--- src/source/l2_cache_config.svh ---
`ifndef L2_CACHE_CONFIG_SVH
`define L2_CACHE_CONFIG_SVH

// ==================================================
// Cache geometry
// ==================================================

// Index bits select one of 2**N single-word lines.
`define L2_INDEX_BITS 8

// Bus and CPU widths.
`define L2_ADDR_BITS 32
`define L2_DATA_BITS 32

// Tag is what is left above the index and the two byte bits.
`define L2_TAG_BITS (`L2_ADDR_BITS - `L2_INDEX_BITS - 2)

`endif

--- src/source/l2_cache_pkg.sv ---
`include "l2_cache_config.svh"

package l2_cache_pkg;

	// Byte address, the two low bits are ignored.
	typedef logic [`L2_ADDR_BITS-1:0] addr_t;

	// One data word, which is also one cache line.
	typedef logic [`L2_DATA_BITS-1:0] data_t;

	// Line index, taken from the address just above the byte bits.
	typedef logic [`L2_INDEX_BITS-1:0] index_t;

	// Tag, taken from the upper address bits.
	typedef logic [`L2_TAG_BITS-1:0] tag_t;

	// Controller states.
	typedef enum logic [2:0] {
		IDLE,
		LOOKUP,
		EVICT,
		REFILL,
		THROUGH,
		DONE
	} ctrl_state_t;

endpackage

--- src/source/l2_bus_master.sv ---
`timescale 1ns/1ps

module l2_bus_master
	import l2_cache_pkg::*;
(
	input  logic  i_clock,
	input  logic  i_rst_n,

	// Controller side.
	input  logic  i_start,
	input  logic  i_rw,
	input  addr_t i_address,
	input  data_t i_wdata,
	output logic  o_done,
	output data_t o_rdata,

	// Bus side.
	output logic  o_bus_request,
	output logic  o_bus_rw,
	output addr_t o_bus_address,
	output data_t o_bus_wdata,
	input  logic  i_bus_ready,
	input  data_t i_bus_rdata
);

	logic bus_accept;

	// The bus answers while a request is open.
	assign bus_accept = o_bus_request && i_bus_ready;

	always_ff @(posedge i_clock or negedge i_rst_n) begin
		if (!i_rst_n) begin
			o_bus_request <= 1'b0;
			o_done        <= 1'b0;
		end else begin
			o_done <= bus_accept;
			if (i_start)
				o_bus_request <= 1'b1;
			else if (bus_accept)
				o_bus_request <= 1'b0;
		end
	end

	// Transaction payload, held until the bus answers.
	always_ff @(posedge i_clock) begin
		if (i_start) begin
			o_bus_rw      <= i_rw;
			o_bus_address <= i_address;
			o_bus_wdata   <= i_wdata;
		end
		if (bus_accept)
			o_rdata <= i_bus_rdata;
	end

	// Held bus address under back-pressure.
	a_addr_stable: assert property (
		@(posedge i_clock) disable iff (!i_rst_n)
		(o_bus_request && !i_bus_ready) |=> (o_bus_request && $stable(o_bus_address))
	);

	// One transaction at a time.
	a_no_start_when_busy: assert property (
		@(posedge i_clock) disable iff (!i_rst_n)
		i_start |-> !o_bus_request
	);

endmodule

--- config.mk ---
export PLATFORM = sky130hd
export DESIGN_NAME = l2_bus_master
export DESIGN_NICKNAME = d
export VERILOG_FILES = /design/src/source/l2_cache_pkg.sv /design/src/source/l2_bus_master.sv
export VERILOG_INCLUDE_DIRS = /design/src /design/src/source
export SDC_FILE = /design/constraint.sdc
export NUM_CORES = 1
export LEC_CHECK = 0
export BUFFER_PORTS_ARGS = -buffer_cell sky130_fd_sc_hd__buf_2
export CORE_UTILIZATION = 41
export DETAILED_ROUTE_END_ITERATION = 8
export PLACE_DENSITY = 0.88
export REMOVE_ABC_BUFFERS = 1
export SYNTH_ARGS = -nofsm -noshare
export SYNTH_HDL_FRONTEND = slang
export SYNTH_SLANG_ARGS = --single-unit
export TNS_END_PERCENT = 100
--- constraint.sdc ---
create_clock -name i_clock -period 1.4 [get_ports i_clock]
set_input_delay 0.28 -clock i_clock [delete_from_list [all_inputs] [get_ports i_clock]]
set_output_delay 0.28 -clock i_clock [all_outputs]
set_load 0.01 [all_outputs]
Word-level counts from Yosys, hierarchy flattened
Index checks and enable logic that the tools add are counted.
- word-level logic and storage cells: 10
- bits of input ports: 101
- output and inout bits: 99
- register bits after elaboration: 99
- reductions and logical operators: 2
- mux-type cells: 2
- operators by type and width (operator ; number):
    $mux 1 ; 2
    $reduce_bool 2->1 ; 1
    $logic_and 1x1->1 ; 1

Depth between registers and ports, before layout
- depth after elaboration: 3
- mapped depth: 2
- gate-level depth less buffers: 2

Worst setup path before layout
Ideal clock, no wire load.
- path type: register to register
- start point: register o_bus_request
- end point: register o_rdata[0] (enable)
- stages on the path, launching flop included: 2
- arrival time: 0.905 ns
- library setup time: 0.375 ns
- setup slack: 0.120 ns
- cell sequence: dfrtp_1 and2_2
- word-level cells in the longest chain between the ends: 1
- RTL lines (what ; RTL line ; source):
    start, declared ; l2_bus_master.sv:18 ; output logic o_bus_request,
    start signal, assigned ; l2_bus_master.sv:33 ; o_bus_request <= 1'b0;
    start signal, assigned ; l2_bus_master.sv:38 ; o_bus_request <= 1'b1;
    start signal, assigned ; l2_bus_master.sv:40 ; o_bus_request <= 1'b0;
    $logic_and 1x1->1 ; l2_bus_master.sv:29 ; assign bus_accept = o_bus_request && i_bus_ready;
    via bus_accept ; l2_bus_master.sv:26 ; logic bus_accept;
    end signal, assigned ; l2_bus_master.sv:52 ; o_rdata <= i_bus_rdata;
    end, declared ; l2_bus_master.sv:15 ; output data_t o_rdata,
The timed path passes the listed nets, and every way through them passes these cells.
A chain may end at the register's enable or synchronous reset.

Worst setup path in the final report
- start point: register o_rdata[2]
- end point: output o_rdata[2]
No word-level cell between the ends.

==> flow_summary.ini <==
[timing]
drv_slew = 0
final-setup-viol-count = 0
skew_ps = 7.855
finalHoldViolations = 0
max_slew_margin = 0.7746
worst_pin_slew_ps = 338.1
rsz0062_at_grt = no
fmax_mhz = 842.6
layout_setup_ws_ps = 213.2
tns_ps = 0
post-route-min-period_ps = 1187
fin_crit_sh = 0.8477

[min_path]
hold_path.class = input pin to flop
hp-start = i_bus_rdata[13]
min_to = o_rdata[13]
whs_path_depth = 1

[finish]
multi_input_area_um2 = 15.01
diodes = 0
area.growth.synth_to_final_pct = 46.58
nNetsFinal = 417
register_area_um2 = 2963
n_fill_cell = 529
drive_gt1_frac = 0.6791

[power]
p_per_area_nw_per_um2 = 1374
p_leak_uw = 0.001899
ir_drop_mv = 0.9583

[drt]
drt-pass1-iter-count = 4
vias_per_cell = 4.355
drcViolationCount = 0
wire_per_inst_um = 15.64
totalWireLength_mm = 6.521
vias = 1816
antenna_left = 0
drt_iter0_drc = 78

[clock_tree]
cts_root_buf = clkbuf_8
cts_tree = yes
path_clk_slew_ps = 90
cts_sinks = 99
ctsResizeCount = 0
ctsHtreeMaxLevel = 3
numCtsBuffers = 9
clockBufferDepth = 2
insertion_delay_ps = 350

[critical_path]
critPathKind = flop to primary output
start_kind = flop
crit_slowest_cell = edfxtp_1
worstReg2RegEnd = o_rdata[15]
critPathMaxFanout = 1
crit_buf_inv = 1
slowest_delay_ps = 400
cp_cell_sequence = buf_2
cp.depth = 1
reg2reg_from = o_bus_request
cp-end-kind = primary output
ff2ff_path_depth = 2
cp_data_arrival_time_ps = 910
crit_required_ps = 1120
reg2reg_slack_ps = 250
critPathTopFamily = flip-flops
cp-startpoint = o_rdata[2]

[floorplan]
die_h_um = 87.28
core_area_um2 = 6907
die_w_um = 87.28
ios = 200
fp-row-count = 30
fp.dieArea_um2 = 7617
start_util = 0.4317

[yosys]
synth-warning-count = 0
syn_area_um2 = 2982
syn_area_per_cell_um2 = 29.23
ys_ff_latch = 99
yosysUniqueCellTypes = 5
yosysSeqAreaShare = 0.9937
synth_cells = 102

[grt]
grt.met1_usage = 0.1584
use_met3 = 0.07678
top_usage_layer = met2
grt_pass1_vias = 1839
grt_max_degree = 40
grt_pass1_wl_mm = 8.942
antenna_found_initial = 1
track_usage = 0.1679
use_met2 = 0.3033
grt_overflow = 0

[placed_design]
place_congestion = 0.7234
port_buffers = 199
place_hpwl_mm = 4.978
dp_slack_ps = 262.8

[flow_run]
cap_viol_max_count = 0

[status]
status = complete, no violations
-- per-stage QoR --
step                hold WS [ps]  instance area (um2)  instances  power (uW)    util
finish                     99.68                 4370        417        6007  0.6328
global route               72.00                 4370        417        6212  0.6328
CTS                        79.92                 4370        417        6067  0.6328
detailed placement         73.63                 4145        400        4145  0.6002
global placement           68.98                 4145        400        4114  0.6002
floorplan                 -15.59                 2982        102        3748       -
-- layer usage --
layer	routed length (um)	vias up
met1	2146	833
met2	3467	131
met3	794	12
met4	98	2
met5	13	-
li1	-	838
-- synth_stat cells --
| cell type | instances | share of area |
|---|---|---|
| a21o_1 | 1 | 0.0025 |
| and2_2 | 1 | 0.0025 |
| dfrtp_1 | 2 | 0.017 |
| edfxtp_1 | 97 | 0.98 |
| inv_1 | 1 | 0.0013 |
-- worst max path at each step --
stage | end | slack [ps]
final | o_rdata[2] | 210
after global routing | o_rdata[1] | 170
after CTS | o_bus_address[29] | 190
after detailed placement | o_rdata[30] | 260
after global placement | o_rdata[6] | 290
after floorplan | o_rdata[0] | 120
-- report_power, final --
group	internal, uW	switching, uW	total, uW
sequential	3490	50.8	3540
combinational	246	285	531
clock	1000	934	1940
total	4740	1270	6010
-- flip-flops by register name, summed over array words and instances (netlist names) --
name,flops
o_bus_rw,1
o_bus_wdata,32
o_bus_address,32
o_done,1
o_rdata,32
o_bus_request,1
-- area by class of cell --
| cell class | instances | share of cell area |
|---|---|---|
| sequential | 99 | 0.6779 |
| clock buffer | 9 | 0.02834 |
| tap | 96 | 0.02748 |
| inverter | 1 | 0.0008589 |
| multi-input combinational | 2 | 0.003435 |
| clock inverter | 7 | 0.02090 |
| timing repair buffer | 203 | 0.2411 |
-- timing repair --
item,4_1_cts,5_1_grt
endpoints found under the hold margin,2,0
endpoints found under the setup margin,0,0
setup buffers,0,0
hold buffers,1,0
-- kinds of logic after synthesis --
family,Yosys count,synth area share
DFF,99,0.9937
and+or+nand+nor,1,0.002519
AOI/OAI and AO/OA,1,0.002519
buffers and inverters,1,0.001258
-- layout by cell type, fill, tap and decap left out --
| master | n |
|---|---|
| buf_2 | 199 |
| edfxtp_1 | 97 |
| clkbuf_8 | 9 |
| clkinv_2 | 2 |
| bufinv_16 | 2 |
| dfrtp_1 | 2 |
| buf_12 | 2 |
| and2_2 | 1 |
| inv_1 | 1 |
| a21o_1 | 1 |
| clkinv_1 | 1 |
| inv_6 | 1 |
| clkinv_4 | 1 |
| dlygate4sd3_1 | 1 |
| buf_4 | 1 |
No activity file was read; power rests on OpenSTA's default activity.
