$ cat config.mk
export PLATFORM = sky130hd
export DESIGN_NAME = l2_cache_control
export DESIGN_NICKNAME = d
export VERILOG_FILES = /design/src/source/l2_cache_pkg.sv /design/src/source/l2_cache_control.sv
export VERILOG_INCLUDE_DIRS = /design/src /design/src/source
export SDC_FILE = /design/constraint.sdc
export NUM_CORES = 1
export LEC_CHECK = 0
export CAP_MARGIN = 15
export CORE_AREA = 2 2 126 128
export CTS_BUF_LIST = sky130_fd_sc_hd__clkbuf_8
export CTS_CLUSTER_SIZE = 14
export DETAILED_ROUTE_END_ITERATION = 10
export DIE_AREA = 0 0 128 130
export DONT_BUFFER_PORTS = 1
export SLEW_MARGIN = 15
export SYNTH_ARGS = -nofsm -noshare
export SYNTH_HDL_FRONTEND = slang
export SYNTH_SLANG_ARGS = --single-unit
$ cat constraint.sdc
create_clock -name i_clock -period 1.9 [get_ports i_clock]
set_input_delay 0.095 -clock i_clock [delete_from_list [all_inputs] [get_ports i_clock]]
set_output_delay 0.095 -clock i_clock [all_outputs]
set_load 0.01 [all_outputs]
$ cat src/source/l2_cache_config.svh
`ifndef L2_CACHE_CONFIG_SVH
`define L2_CACHE_CONFIG_SVH

// ==================================================
// Cache geometry
// ==================================================

// Index bits select one of 2**N single-word lines.
`define L2_INDEX_BITS 8

// Bus and CPU widths.
`define L2_ADDR_BITS 32
`define L2_DATA_BITS 32

// Tag is what is left above the index and the two byte bits.
`define L2_TAG_BITS (`L2_ADDR_BITS - `L2_INDEX_BITS - 2)

`endif

$ cat src/source/l2_cache_pkg.sv
`include "l2_cache_config.svh"

package l2_cache_pkg;

	// Byte address, the two low bits are ignored.
	typedef logic [`L2_ADDR_BITS-1:0] addr_t;

	// One data word, which is also one cache line.
	typedef logic [`L2_DATA_BITS-1:0] data_t;

	// Line index, taken from the address just above the byte bits.
	typedef logic [`L2_INDEX_BITS-1:0] index_t;

	// Tag, taken from the upper address bits.
	typedef logic [`L2_TAG_BITS-1:0] tag_t;

	// Controller states.
	typedef enum logic [2:0] {
		IDLE,
		LOOKUP,
		EVICT,
		REFILL,
		THROUGH,
		DONE
	} ctrl_state_t;

endpackage

$ cat src/source/l2_cache_control.sv
`timescale 1ns/1ps
`include "l2_cache_config.svh"

module l2_cache_control
	import l2_cache_pkg::*;
(
	input  logic   i_clock,
	input  logic   i_rst_n,

	// CPU side.
	input  logic   i_request,
	input  logic   i_rw,
	input  addr_t  i_address,
	input  data_t  i_wdata,
	output logic   o_ready,
	output data_t  o_rdata,

	// Line store.
	output index_t o_st_index,
	output logic   o_st_write,
	output logic   o_st_valid,
	output logic   o_st_dirty,
	output tag_t   o_st_tag,
	output data_t  o_st_data,
	input  logic   i_st_valid,
	input  logic   i_st_dirty,
	input  tag_t   i_st_tag,
	input  data_t  i_st_data,
	input  logic   i_st_initialized,

	// Bus master.
	output logic   o_bm_start,
	output logic   o_bm_rw,
	output addr_t  o_bm_address,
	output data_t  o_bm_wdata,
	input  logic   i_bm_done,
	input  data_t  i_bm_rdata
);

	ctrl_state_t state;
	ctrl_state_t next_state;

	index_t req_index;
	tag_t   req_tag;
	logic   hit;
	logic   victim_dirty;
	addr_t  victim_address;

	// ==================================================
	// Address split and hit check
	// ==================================================

	assign req_index = i_address[`L2_INDEX_BITS+1:2];
	assign req_tag   = i_address[`L2_ADDR_BITS-1:`L2_INDEX_BITS+2];

	// Request fields are held so the store keeps returning this line.
	assign o_st_index = req_index;

	assign hit            = i_st_valid && (i_st_tag == req_tag);
	assign victim_dirty   = i_st_valid && i_st_dirty && !hit;
	assign victim_address = {i_st_tag, req_index, 2'b00};

	// Store data in LOOKUP and bus data after any bus transaction.
	assign o_rdata = (state == LOOKUP) ? i_st_data : i_bm_rdata;

	// ==================================================
	// State register
	// ==================================================

	always_ff @(posedge i_clock or negedge i_rst_n) begin
		if (!i_rst_n)
			state <= IDLE;
		else
			state <= next_state;
	end

	// ==================================================
	// Next state and outputs
	// ==================================================

	always_comb begin
		next_state   = state;
		o_ready      = 1'b0;
		o_st_write   = 1'b0;
		o_st_valid   = 1'b1;
		o_st_dirty   = 1'b1;
		o_st_tag     = req_tag;
		o_st_data    = i_wdata;
		o_bm_start   = 1'b0;
		o_bm_rw      = i_rw;
		o_bm_address = i_address;
		o_bm_wdata   = i_wdata;

		case (state)
			IDLE: begin
				if (i_request) begin
					if (i_st_initialized) begin
						next_state = LOOKUP;
					end else begin
						// The store is still sweeping. Go straight to the bus.
						o_bm_start = 1'b1;
						next_state = THROUGH;
					end
				end
			end

			LOOKUP: begin
				if (!i_rw && hit) begin
					o_ready    = 1'b1;
					next_state = DONE;
				end else if (i_rw && !victim_dirty) begin
					// Matching or clean entry takes the write.
					o_st_write = 1'b1;
					o_ready    = 1'b1;
					next_state = DONE;
				end else if (victim_dirty) begin
					o_bm_start   = 1'b1;
					o_bm_rw      = 1'b1;
					o_bm_address = victim_address;
					o_bm_wdata   = i_st_data;
					next_state   = EVICT;
				end else begin
					o_bm_start = 1'b1;
					o_bm_rw    = 1'b0;
					next_state = REFILL;
				end
			end

			EVICT: begin
				if (i_bm_done) begin
					if (i_rw) begin
						o_st_write = 1'b1;
						o_ready    = 1'b1;
						next_state = DONE;
					end else begin
						// Old word is out. Now fetch the missing one.
						o_bm_start = 1'b1;
						o_bm_rw    = 1'b0;
						next_state = REFILL;
					end
				end
			end

			REFILL: begin
				if (i_bm_done) begin
					o_st_write = 1'b1;
					o_st_dirty = 1'b0;
					o_st_data  = i_bm_rdata;
					o_ready    = 1'b1;
					next_state = DONE;
				end
			end

			THROUGH: begin
				if (i_bm_done) begin
					o_ready    = 1'b1;
					next_state = DONE;
				end
			end

			DONE: begin
				if (!i_request)
					next_state = IDLE;
			end

			default: next_state = IDLE;
		endcase
	end

	// The CPU answer never overlaps a new bus transaction.
	a_ready_not_start: assert property (
		@(posedge i_clock) disable iff (!i_rst_n)
		!(o_ready && o_bm_start)
	);

endmodule

Yosys cells after proc, flatten, opt, wreduce, memory -nomap -nowiden
Cells that the tools add are included.

storage, ports and cells
  register bits = 3
  input port bits = 158
  output and inout port bits = 164
  logic and storage cells = 65

cells by class
  equal/unequal tests = 10
  mux-type cells = 43
  reduce and logical (&&, ||, !) cells = 11

operators by type and width
  operator                                                                  count
  32-bit two-way mux                                                        11
  3-bit two-way mux                                                         8
  22-bit == test                                                            1
  1-bit two-way mux                                                         19
  3-bit one-hot mux with 5 select lines                                     1
  1-bit one-hot mux with 3 select lines                                     3
  3-bit by 2-bit == test with 1-bit output (second input constant)          2
  3-bit == test (second input constant)                                     2
  2-bit inequality test (second input constant)                             3
  1-bit logical AND                                                         5
  4-bit AND reduction                                                       1
  3-bit by 1-bit == test with 1-bit output (second input constant)          1
  1-bit logical NOT                                                         3
  3-bit logical NOT                                                         1
  2-bit by 1-bit inequality test with 1-bit output (second input constant)  1
  1-bit one-hot mux with 2 select lines                                     1
  2-bit OR reduction                                                        1

Logic depth before layout (Yosys ltp)
Gate-level depths: netlist of run 1.

  word-level depth = 9
  gate-level depth with buffers = 8
  mapped depth without buffers = 6

Worst setup path before layout of run 1
No wires, ideal clock.

  path kind = register to output
  start point = register state[1]
  end point = output port o_st_data[23]
  arrival time = 1.654 ns
  data required time = 1.805 ns
  path slack = 0.151 ns
  cell stages (with the launch flop) = 6
  path buffers = 2
  path through = dfrtp_1 > buf_2 > nor2b_1 > nand3_1 > clkbuf_1 > mux2_2

on the way
  longest elaborated chain between the ends = 2

RTL lines
  element                                   line                    RTL
  start, declared                           l2_cache_control.sv:40  ctrl_state_t state;
  start signal, assigned                    l2_cache_control.sv:74  state <= next_state;
  3-bit by 2-bit == test with 1-bit output  l2_cache_control.sv:94  case (state)
  32-bit two-way mux                        l2_cache_control.sv:94
  end, declared                             l2_cache_control.sv:24  output data_t o_st_data,

Every way passes these cells.

Worst setup path in the final report of run 1
  start point = register state[1]
  end point = output port o_bm_wdata[20]

on the way
  longest elaborated chain between the ends = 2

RTL lines
  element                                   line                    RTL
  3-bit by 1-bit == test with 1-bit output  l2_cache_control.sv:94
  32-bit two-way mux                        l2_cache_control.sv:94
  end, declared                             l2_cache_control.sv:35  output data_t o_bm_wdata,

Every way passes these cells.

==> results.md, run 1 <==
- Outcome: finished clean
- Final Cycle Share: between 90% and 100%
- Hold Worst Slack: ~130 ps
- Place WS: around 11 ps
- Crit-path max FO: 6
- Worst Setup Start Kind: flip-flop
- Clk Latency, worst-skew pair: 210 ps
- Root Buffer Master: clkbuf_8
- Dpl hpwl: 8929 microns
- Post-synth top area cell: mux2_2
- Sequential area share after synthesis: a little over 3%
- Top flop regs: state: 3 flops
- Crit path DAT: roughly 1800 ps
- Cell Area, Synth: about 2400 sq um
- Cell variety after synth: 31
- Tmin final: approximately 1900 ps
- Pre-antenna DRT Iters: 4
- FP Rows: between 40 and 50
- Starting Density: approximately 16%
- Die Y-Extent: around 130 microns
- Largest net degree at the start of global routing: 35
- DR vias: 1961
- Longest Clk Path Bufs: 2
- CTS clk-pin slew, worst paths: roughly 30 ps
- Most flop-heavy register: state
- Leakage dissipation: between 0.9 and 1 nW
- Cell area after layout: roughly 2700 sq um
- Maximum vdd drop: 246.1 uV
- First-pass GRT wire length: around 13000 microns
- Synth-to-layout area growth: 12.49%
- Vias in the first global route: 2056
- Gp weighted congestion: 0.8594
- Total Die Area: roughly 17000 sq um
- CP Capture Type: primary output
- Post-Route WL: 10720 microns
- Flops & latches, synth: 3
- Synth Instances: about 260
- Avg WL per Cell: around 26 microns
- Synth Warn #: 0
- Global Route Usage Sum: 10.71%
- Syn_area_per_cell: about 9.5 sq um
- Total Power: 2.122 mW
- Initial drt markers: 26
- CTS tree: yes
- Dpl cell area: between 2000 and 2500 sq um
- Antenna Cells: 0
- Final Skew: roughly 0.45 ps
- Ranking of synthesized cells by area: mux2_2 42%, mux2_4 17%, buf_4 12%
- Core area: between 15000 and 20000 sq um
- Top cell type's share of synthesized area: a little over two fifths
- Final hold violation count: 0
- Layout cells sized above 1: around two thirds
- Max cap viols: 0
- Final max-slew violation count: 0
- Antenna violations before repair: 0
- Syn_nets: 414
- Critical Path RT: between 1500 and 2000 ps
- Power per cell area: 778.5 nW/um^2
- Setup TNS after final layout: 0 ps
- Num CTS Buffers: 3
- CTS H-tree depth: 1
- Fin nets: around 390
- # clock sinks: 3
- Fmax achieved: about 540 MHz
- Number of routed nets with antenna violations: 0
- RSZ-0062 raised after global routing: yes
- DRC Markers: 0
- Post-route setup slack: ~36 ps
- Final setup fails: 0
- IO Count: around 320
- Max FFs per register: 3
- Total grt overflow: 0
- Crit path kind: flip-flop to primary output
- Buffers on Ports: 0
- Vias per inst: about 4.7
- Die W: roughly 130 microns
- Path category of the worst min-delay check: input port to flip-flop
-- final cells by class --
cell class	count	area [sq um]
clock buffer	3	41.29
clock inverter	1	3.754
fill	1737	12700
multi-input combinational	198	2067
sequential	3	75.07
tap	192	240.2
timing repair buffer	21	299.0
-- layer usage --
| metal | GRT usage [%] | wire length, microns |
|---|---|---|
| met1 | 11.31 | 3812 |
| met2 | 21.14 | 5652 |
| met3 | 2.747 | 1064 |
| met4 | 2.586 | 186 |
| met5 | 0 | 0 |
-- synth_stat cells --
library cell and count:
nor4_2 2, o21a_1 1, nand4_1 4, o32ai_1 1, clkbuf_1 8, nor2_2 1, xnor2_1 11, a21o_1 1
buf_4 39, o21bai_1 1, nand2b_1 3, dfrtp_1 3, a21oi_1 4, o21ai_0 9, mux2_2 91, a31o_2 1
nand2_1 7, nor2b_1 4, nor3b_1 3, nand4b_1 1, or2_2 1, nand3_1 3, nor4_1 1, and3_4 1
nor2_1 7, buf_2 4, mux2_4 27, xor2_1 11, and2_1 1, conb_1 1, buf_6 4
-- path summary, 6_finish.rpt --
check,startpoint,end,slack [ps],cells after the start
worst max register to register,state[2],state[2],450,5
worst min-delay path,i_bm_done,state[1],130,3
worst min register to register,state[0],state[0],740,2
min in group asynchronous,i_rst_n,state[1],150,1
worst max-delay path,state[1],o_bm_wdata[20],40,6
max in group asynchronous,i_rst_n,state[2],1590,1
-- metrics by stage --
stage,std cells,utilization [%]
CTS,412,16.07
global route,418,17.68
detailed placement,407,15.66
floorplan,256,-
finish,418,17.68
global placement,407,15.66
-- power breakdown --
group | switching, mW | total [mW] | internal (mW)
logic | 0.948 | 1.81 | 0.867
registers | 0.0361 | 0.129 | 0.0933
clock network | 0.0407 | 0.178 | 0.137
-- kinds of logic after synthesis --
kind of cell / count (synthesis) / share of synthesized area [%]
mux: 118 / 59.01
buf+inv: 55 / 16.00
simple gates: 39 / 9.448
xor+xnor: 22 / 7.950
compound gates: 18 / 4.337
flops: 3 / 3.097
other cells: 1 / 0.1547
-- cell usage in the layout (no fill, tap or decap), drive strengths merged --
cell type and instances:
or2 1, o21bai 1, xnor2 11, nor2 8
xor2 11, o21a 1, clkbuf 7, mux2 118
a21o 1, o21ai 9, a21oi 4, nand3 3
dfrtp 3, nand2 7, nor3b 3, inv 1
dlygate4sd3 1, and3 1, a31o 1, and2 1
nand2b 3, buf 16, o32ai 1, conb 1
nor2b 4, nand4b 1, nand4 4, nor4 3
-- worst max-delay path: stages, from the launching register on --
cell and delay (ps):
dfrtp_1 360, nand2b_4 160, nor2_4 140, and3_4 230
buf_12 140, buf_12 140, mux2_2 370
-- repair_timing --
item	CTS	global route
hold buffers	1	0
pin swaps	0	6
cloned	0	5
setup buffers	0	2
hold endpoints to repair	3	0
endpoints found under the setup margin	38	58
gates resized for setup	2	23
No activity file was read; power rests on OpenSTA's default activity.
==> inputs of run 2 (changes only) <==
Settings changed: REMOVE_ABC_BUFFERS from default to 1.
==> results.md, run 2 (synthesized netlist as in run 1, its figures left out) <==
- Outcome: finished with violations
- Failing checks: negative setup slack
- Longest Clk Path Bufs: 2 (unchanged)
- Root Buffer Master: clkbuf_8
- Num CTS Buffers: 3 (unchanged)
- Max FFs per register: 3 (unchanged)
- IO Count: 322 (unchanged)
- Avg WL per Cell: 22.90 microns (-11%)
- Buffers on Ports: 0 (unchanged)
- Synth-to-layout area growth: 8.673%
- Hold Worst Slack: 92.46 ps (-37.22 ps)
- Total Die Area: 16640 sq um (unchanged)
- Top flop regs: state: 3 flops
- Post-Route WL: 9457 microns (-12%)
- Crit path largest cell delay: 390 ps (+20 ps)
- Ordered cell list for the critical path: nand2b_4 > nor2_4 > and3_4 > bufbuf_16 > mux2_4
- Largest net degree at the start of global routing: 35 (unchanged)
- Critical Path RT: 1800 ps (about the same)
- Most frequent cells in the layout: 71 x mux2_2, 47 x mux2_4, 11 x xor2_1, 11 x xnor2_1, 9 x o21ai_0
- Starting Density: 15.71% (unchanged)
- Top delay family on crit path: simple AND/OR/NAND/NOR gates
- Fill count: 1718 (-1.1%)
- Antenna violations before repair: 0 (unchanged)
- Tmin final: 1948 ps (+83.70 ps)
- Crit path DAT: 1850 ps (+80 ps)
- Clk Latency, worst-skew pair: 230 ps (+20 ps)
- Multi-input logic area: 2053 sq um (-0.67%)
- Final setup fails: 19 (+19)
- Final max-slew violation count: 0 (unchanged)
- CTS tree: yes
- Worst Setup Start Kind: flip-flop
- Core area: 15420 sq um (unchanged)
- First-pass GRT wire length: 11660 microns (-11%)
- Vias per inst: 4.811 (+2.6%)
- DRC Markers: 0 (unchanged)
- # clock sinks: 3 (unchanged)
- Die Y-Extent: 130 microns (unchanged)
- CP Capture Type: primary output
- Crit path kind: flip-flop to primary output
- Final hold violation count: 0 (unchanged)
- Total grt overflow: 0 (unchanged)
- Commonest non-fill, non-tap cell in the layout: mux2_2
- DR vias: 1987 (+1.3%)
- CP max-delay cell: dfrtp_1
- Maximum vdd drop: 243.4 uV (-1.1%)
- Fin nets: 380 (-1.3%)
- Final Cycle Share: 102.5% (+4.4 points)
- Place WS: 139.5 ps (+128.3 ps)
- Layout cells sized above 1: 65.16% (-2.5 points)
- Crit-path max FO: 15 (+9)
- Dpl hpwl: 7559 microns (-15%)
- Initial drt markers: 94 (+260%)
- CTS H-tree depth: 1 (unchanged)
- Leakage dissipation: 0.9673 nW (-2.9%)
- Vias in the first global route: 1908 (-7.2%)
- Post-route setup slack: -47.52 ps (-83.70 ps)
- Global Route Usage Sum: 9.115% (-1.6 points)
- Fin cells: 413 (-1.2%)
- Final Skew: 3.994 ps (+3.546 ps)
- Antenna Cells: 0 (unchanged)
- Dpl cell area: 2386 sq um (-1.2%)
- Pre-antenna DRT Iters: 4 (unchanged)
- Placed Instances: 403 (-0.98%)
- Power per cell area: 774.3 nW/um^2 (-0.53%)
- Fmax achieved: 513.5 MHz (-4.3%)
- Path category of the worst min-delay check: input port to flip-flop
- Register Area: 75.07 sq um (unchanged)
- Cell area after layout: 2634 sq um (-3.4%)
- Die W: 128 microns (unchanged)
- WP buf/inv: 1 (-1)
- Gp weighted congestion: 0.8142 (-5.3%)
- Number of routed nets with antenna violations: 0 (unchanged)
- Most flop-heavy register: state
- Max cap viols: 0 (unchanged)
- FP Rows: 46 (unchanged)
- RSZ-0062 raised after global routing: yes
- CTS clk-pin slew, worst paths: 30 ps (about the same)
run 2: worst paths after layout:
path / startpoint / slack [ps] / endpoint / cells past startpoint
setup / recovery: state[1] / -50 / o_bm_address[28] / 5
max in group asynchronous: i_rst_n / 1630 / state[0] / 1
hold / removal: i_bm_done / 90 / state[1] / 3
setup reg to reg: state[2] / 430 / state[2] / 5
hold reg to reg: state[0] / 750 / state[0] / 2
min in group asynchronous: i_rst_n / 120 / state[1] / 1
run 2: worst reg2reg max path, cell delays in order (launching register included):
cell     delay, ps
dfrtp_1        480
buf_4          210
o21ai_0        140
nand3_1        100
o32ai_1        310
nand2_1        110
run 2: cell type report:
type                            count  share of cell area, %
Clock inverter                      1                 0.1425
Sequential cell                     3                  2.850
Multi-Input combinational cell    198                  77.96
Timing Repair Buffer               16                  8.361
Tap cell                          192                  9.121
Clock buffer                        3                  1.568
run 2: power by group:
| group | internal [mW] | leakage, nW | total (mW) | switching [mW] |
|---|---|---|---|---|
| logic | 0.840 | 0.903 | 1.71 | 0.868 |
| clock network | 0.138 | 0.0269 | 0.192 | 0.0531 |
| registers | 0.0931 | 0.0377 | 0.140 | 0.0469 |
run 2: stage by stage:
stage	TNS, ps	power [mW]	utilization [%]
3_5_place_dp	0	1.716	15.47
4_1_cts	-1109	2.010	16.66
5_1_grt	-2071	2.156	17.08
3_3_place_gp	0	1.668	15.47
2_1_floorplan	-71190	1.366	-
6_report	-598.8	2.039	17.08
run 2: timing repair:
action                                 in CTS  in global routing
setup buffers                               2                  1
hold buffers                                1                  0
pin swaps                                   0                  2
endpoints found under the hold margin       3                  0
gates resized for setup                    12                 17
gates cloned                                2                  1
setup endpoints to repair                 117                 40
run 2: metal layers:
layer | track usage, % | wire length (microns)
met2 | 15.70 | 4830
met5 | 1.765 | 44
met4 | 2.069 | 113
met1 | 11.36 | 3619
met3 | 2.296 | 850
==> inputs of run 3 (changes only) <==
Settings changed: CORE_AREA 2 2 126 128 to 2 2 123 125, DIE_AREA 0 0 128 130 to 0 0 125 127.
==> results.md, run 3 (synthesized netlist as in run 1, its figures left out) <==
- Outcome: finished clean
- Num CTS Buffers: 3 (unchanged)
- IO Count: 322 (unchanged)
- Worst Min Path Start: i_bm_done
- Total grt overflow: 0 (unchanged)
- Longest Clk Path Bufs: 2 (unchanged)
- Post-Route WL: 10690 microns (+13%)
- Vias per inst: 4.886 (+1.6%)
- Commonest non-fill, non-tap cell in the layout: mux2_2
- Ordered cell list for the critical path: nand2b_4 > nor2_4 > and3_4 > buf_12 > clkbuf_16 > mux2_4
- Fin nets: 389 (+2.4%)
- DR vias: 2023 (+1.8%)
- Global Route Usage Sum: 11.52% (+2.4 points)
- Antenna Cells: 0 (unchanged)
- Leakage dissipation: 1.038 nW (+7.3%)
- Maximum vdd drop: 248.6 uV (+2.1%)
- Top delay family on crit path: simple AND/OR/NAND/NOR gates
- Dpl hpwl: 8710 microns (+15%)
- Max cap viols: 0 (unchanged)
- WP buf/inv: 2 (+1)
- Layout cells sized above 1: 66.96% (+1.8 points)
- Tmin final: 1849 ps (-98.63 ps)
- Gp weighted congestion: 0.9091 (+12%)
- Root Buffer Master: clkbuf_8
- Fin cells: 414 (+0.24%)
- Fmax achieved: 540.9 MHz (+5.3%)
- Final hold violation count: 0 (unchanged)
- Path category of the worst min-delay check: input port to flip-flop
- Placed Instances: 398 (-1.2%)
- Final Skew: 2.006 ps (-1.989 ps)
- Power per cell area: 783.1 nW/um^2 (+1.1%)
- Crit path kind: flip-flop to primary output
- Crit path largest cell delay: 400 ps (about the same)
- Post-route setup slack: 51.11 ps (+98.63 ps)
- CP Capture Type: primary output
- Buffers on Ports: 0 (unchanged)
- RSZ-0062 raised after global routing: yes
- CP max-delay cell: dfrtp_2
- Crit-path max FO: 6 (-9)
- Reg-to-reg critical path startpoint: state[1]
- R2R setup slack: 350 ps (-80 ps)
- Core area: 14420 sq um (-6.5%)
- Final max-slew violation count: 0 (unchanged)
- Hold path cells: 3 (unchanged)
- Most flop-heavy register: state
- Avg WL per Cell: 25.82 microns (+13%)
- Hold Worst Slack: 102.1 ps (+9.675 ps)
- R2R Path End: state[2]
- Worst Setup Start Kind: flip-flop
- Vias in the first global route: 2178 (+14%)
- Cell area after layout: 2756 sq um (+4.7%)
- Most frequent cells in the layout: 67 x mux2_2, 51 x mux2_4, 14 x buf_4, 11 x xor2_1, 11 x xnor2_1
- Worst Hold End: state[1]
- Crit path DAT: 1750 ps (-100 ps)
- Place WS: 36.72 ps (-102.8 ps)
- Starting Density: 16.80% (+1.1 points)
- Initial drt markers: 71 (-24%)
- Die Y-Extent: 127 microns (-2.3%)
- Largest net degree at the start of global routing: 35 (unchanged)
- Final setup fails: 0 (-19)
- Total Die Area: 15880 sq um (-4.6%)
- FP Rows: 44 (-4.3%)
- Synth-to-layout area growth: 13.73%
- # clock sinks: 3 (unchanged)
- R2R depth: 8 (+3)
- Critical Path RT: 1800 ps (about the same)
- Clk Latency, worst-skew pair: 210 ps (-20 ps)
- Final Cycle Share: 97.31% (-5.2 points)
- First-pass GRT wire length: 13860 microns (+19%)
- Dpl cell area: 2399 sq um (+0.52%)
- CTS clk-pin slew, worst paths: 30 ps (about the same)
- Die W: 125 microns (-2.3%)
- Antenna violations before repair: 0 (unchanged)
- CTS tree: yes
- Max FFs per register: 3 (unchanged)
- Number of routed nets with antenna violations: 0 (unchanged)
- CTS H-tree depth: 1 (unchanged)
- Pre-antenna DRT Iters: 4 (unchanged)
- Top flop regs: state: 3 flops
- DRC Markers: 0 (unchanged)
-- run 3: changes by cell type in the layout (fill, tap and decap cells not counted), sizes merged --
cell  change
buf       +9
-- run 3: layout make-up --
class	count	area, sq um
clock inverter	1	3.754
timing repair buffer	25	327.8
sequential	3	76.32
tap	184	230.2
clock buffer	3	41.29
fill	1624	11670
multi-input combinational	198	2077
-- run 3: how the worst max path moves through the flow --
stage | endpoint | startpoint | depth (start not counted) | slack (ps)
finish | o_bm_wdata[1] | state[1] | 6 | 50
global route | o_bm_wdata[12] | state[1] | 6 | -4
detailed placement | o_bm_wdata[6] | state[1] | 5 | 40
global placement | o_bm_wdata[12] | state[1] | 5 | 70
CTS | o_bm_wdata[12] | state[1] | 6 | -30
floorplan | o_bm_address[31] | state[1] | 4 | -990
-- run 3: where the power goes --
part	internal [mW]	switching, mW	leakage (nW)
sequential	0.0946	0.0385	0.0363
clock	0.137	0.0404	0.0269
combinational	0.932	0.915	0.975
total	1.16	0.994	1.04
-- run 3: timing repair --
item,4_1_cts,5_1_grt
hold buffers,1,0
setup endpoints to repair,101,34
gates cloned,2,2
hold endpoints to repair,3,0
gates resized for setup,15,18
pin swaps,2,1
buffers inserted,5,2
-- run 3: worst min-delay path, delay by kind of cell --
family	cells	cell delay [ps]
compound gates	2	120
simple gates	1	50
-- run 3: metal layers --
| layer | global-route usage [%] | vias to the layer above | part of all wire [%] |
|---|---|---|---|
| met5 | 0 | - | 0 |
| met4 | 2.876 | 0 | 1.7 |
| met3 | 6.616 | 17 | 15 |
| met2 | 21.48 | 219 | 50 |
| met1 | 10.88 | 960 | 32 |
| li1 | - | 827 | - |
-- run 3: metrics by stage --
step / util (%) / TNS (ps) / power [mW]
CTS: 18.16 / -292.8 / 2.098
floorplan: - / -71190 / 1.366
global placement: 16.63 / 0 / 1.738
global route: 19.11 / -8.502 / 2.293
detailed placement: 16.63 / 0 / 1.756
finish: 19.11 / 0 / 2.158
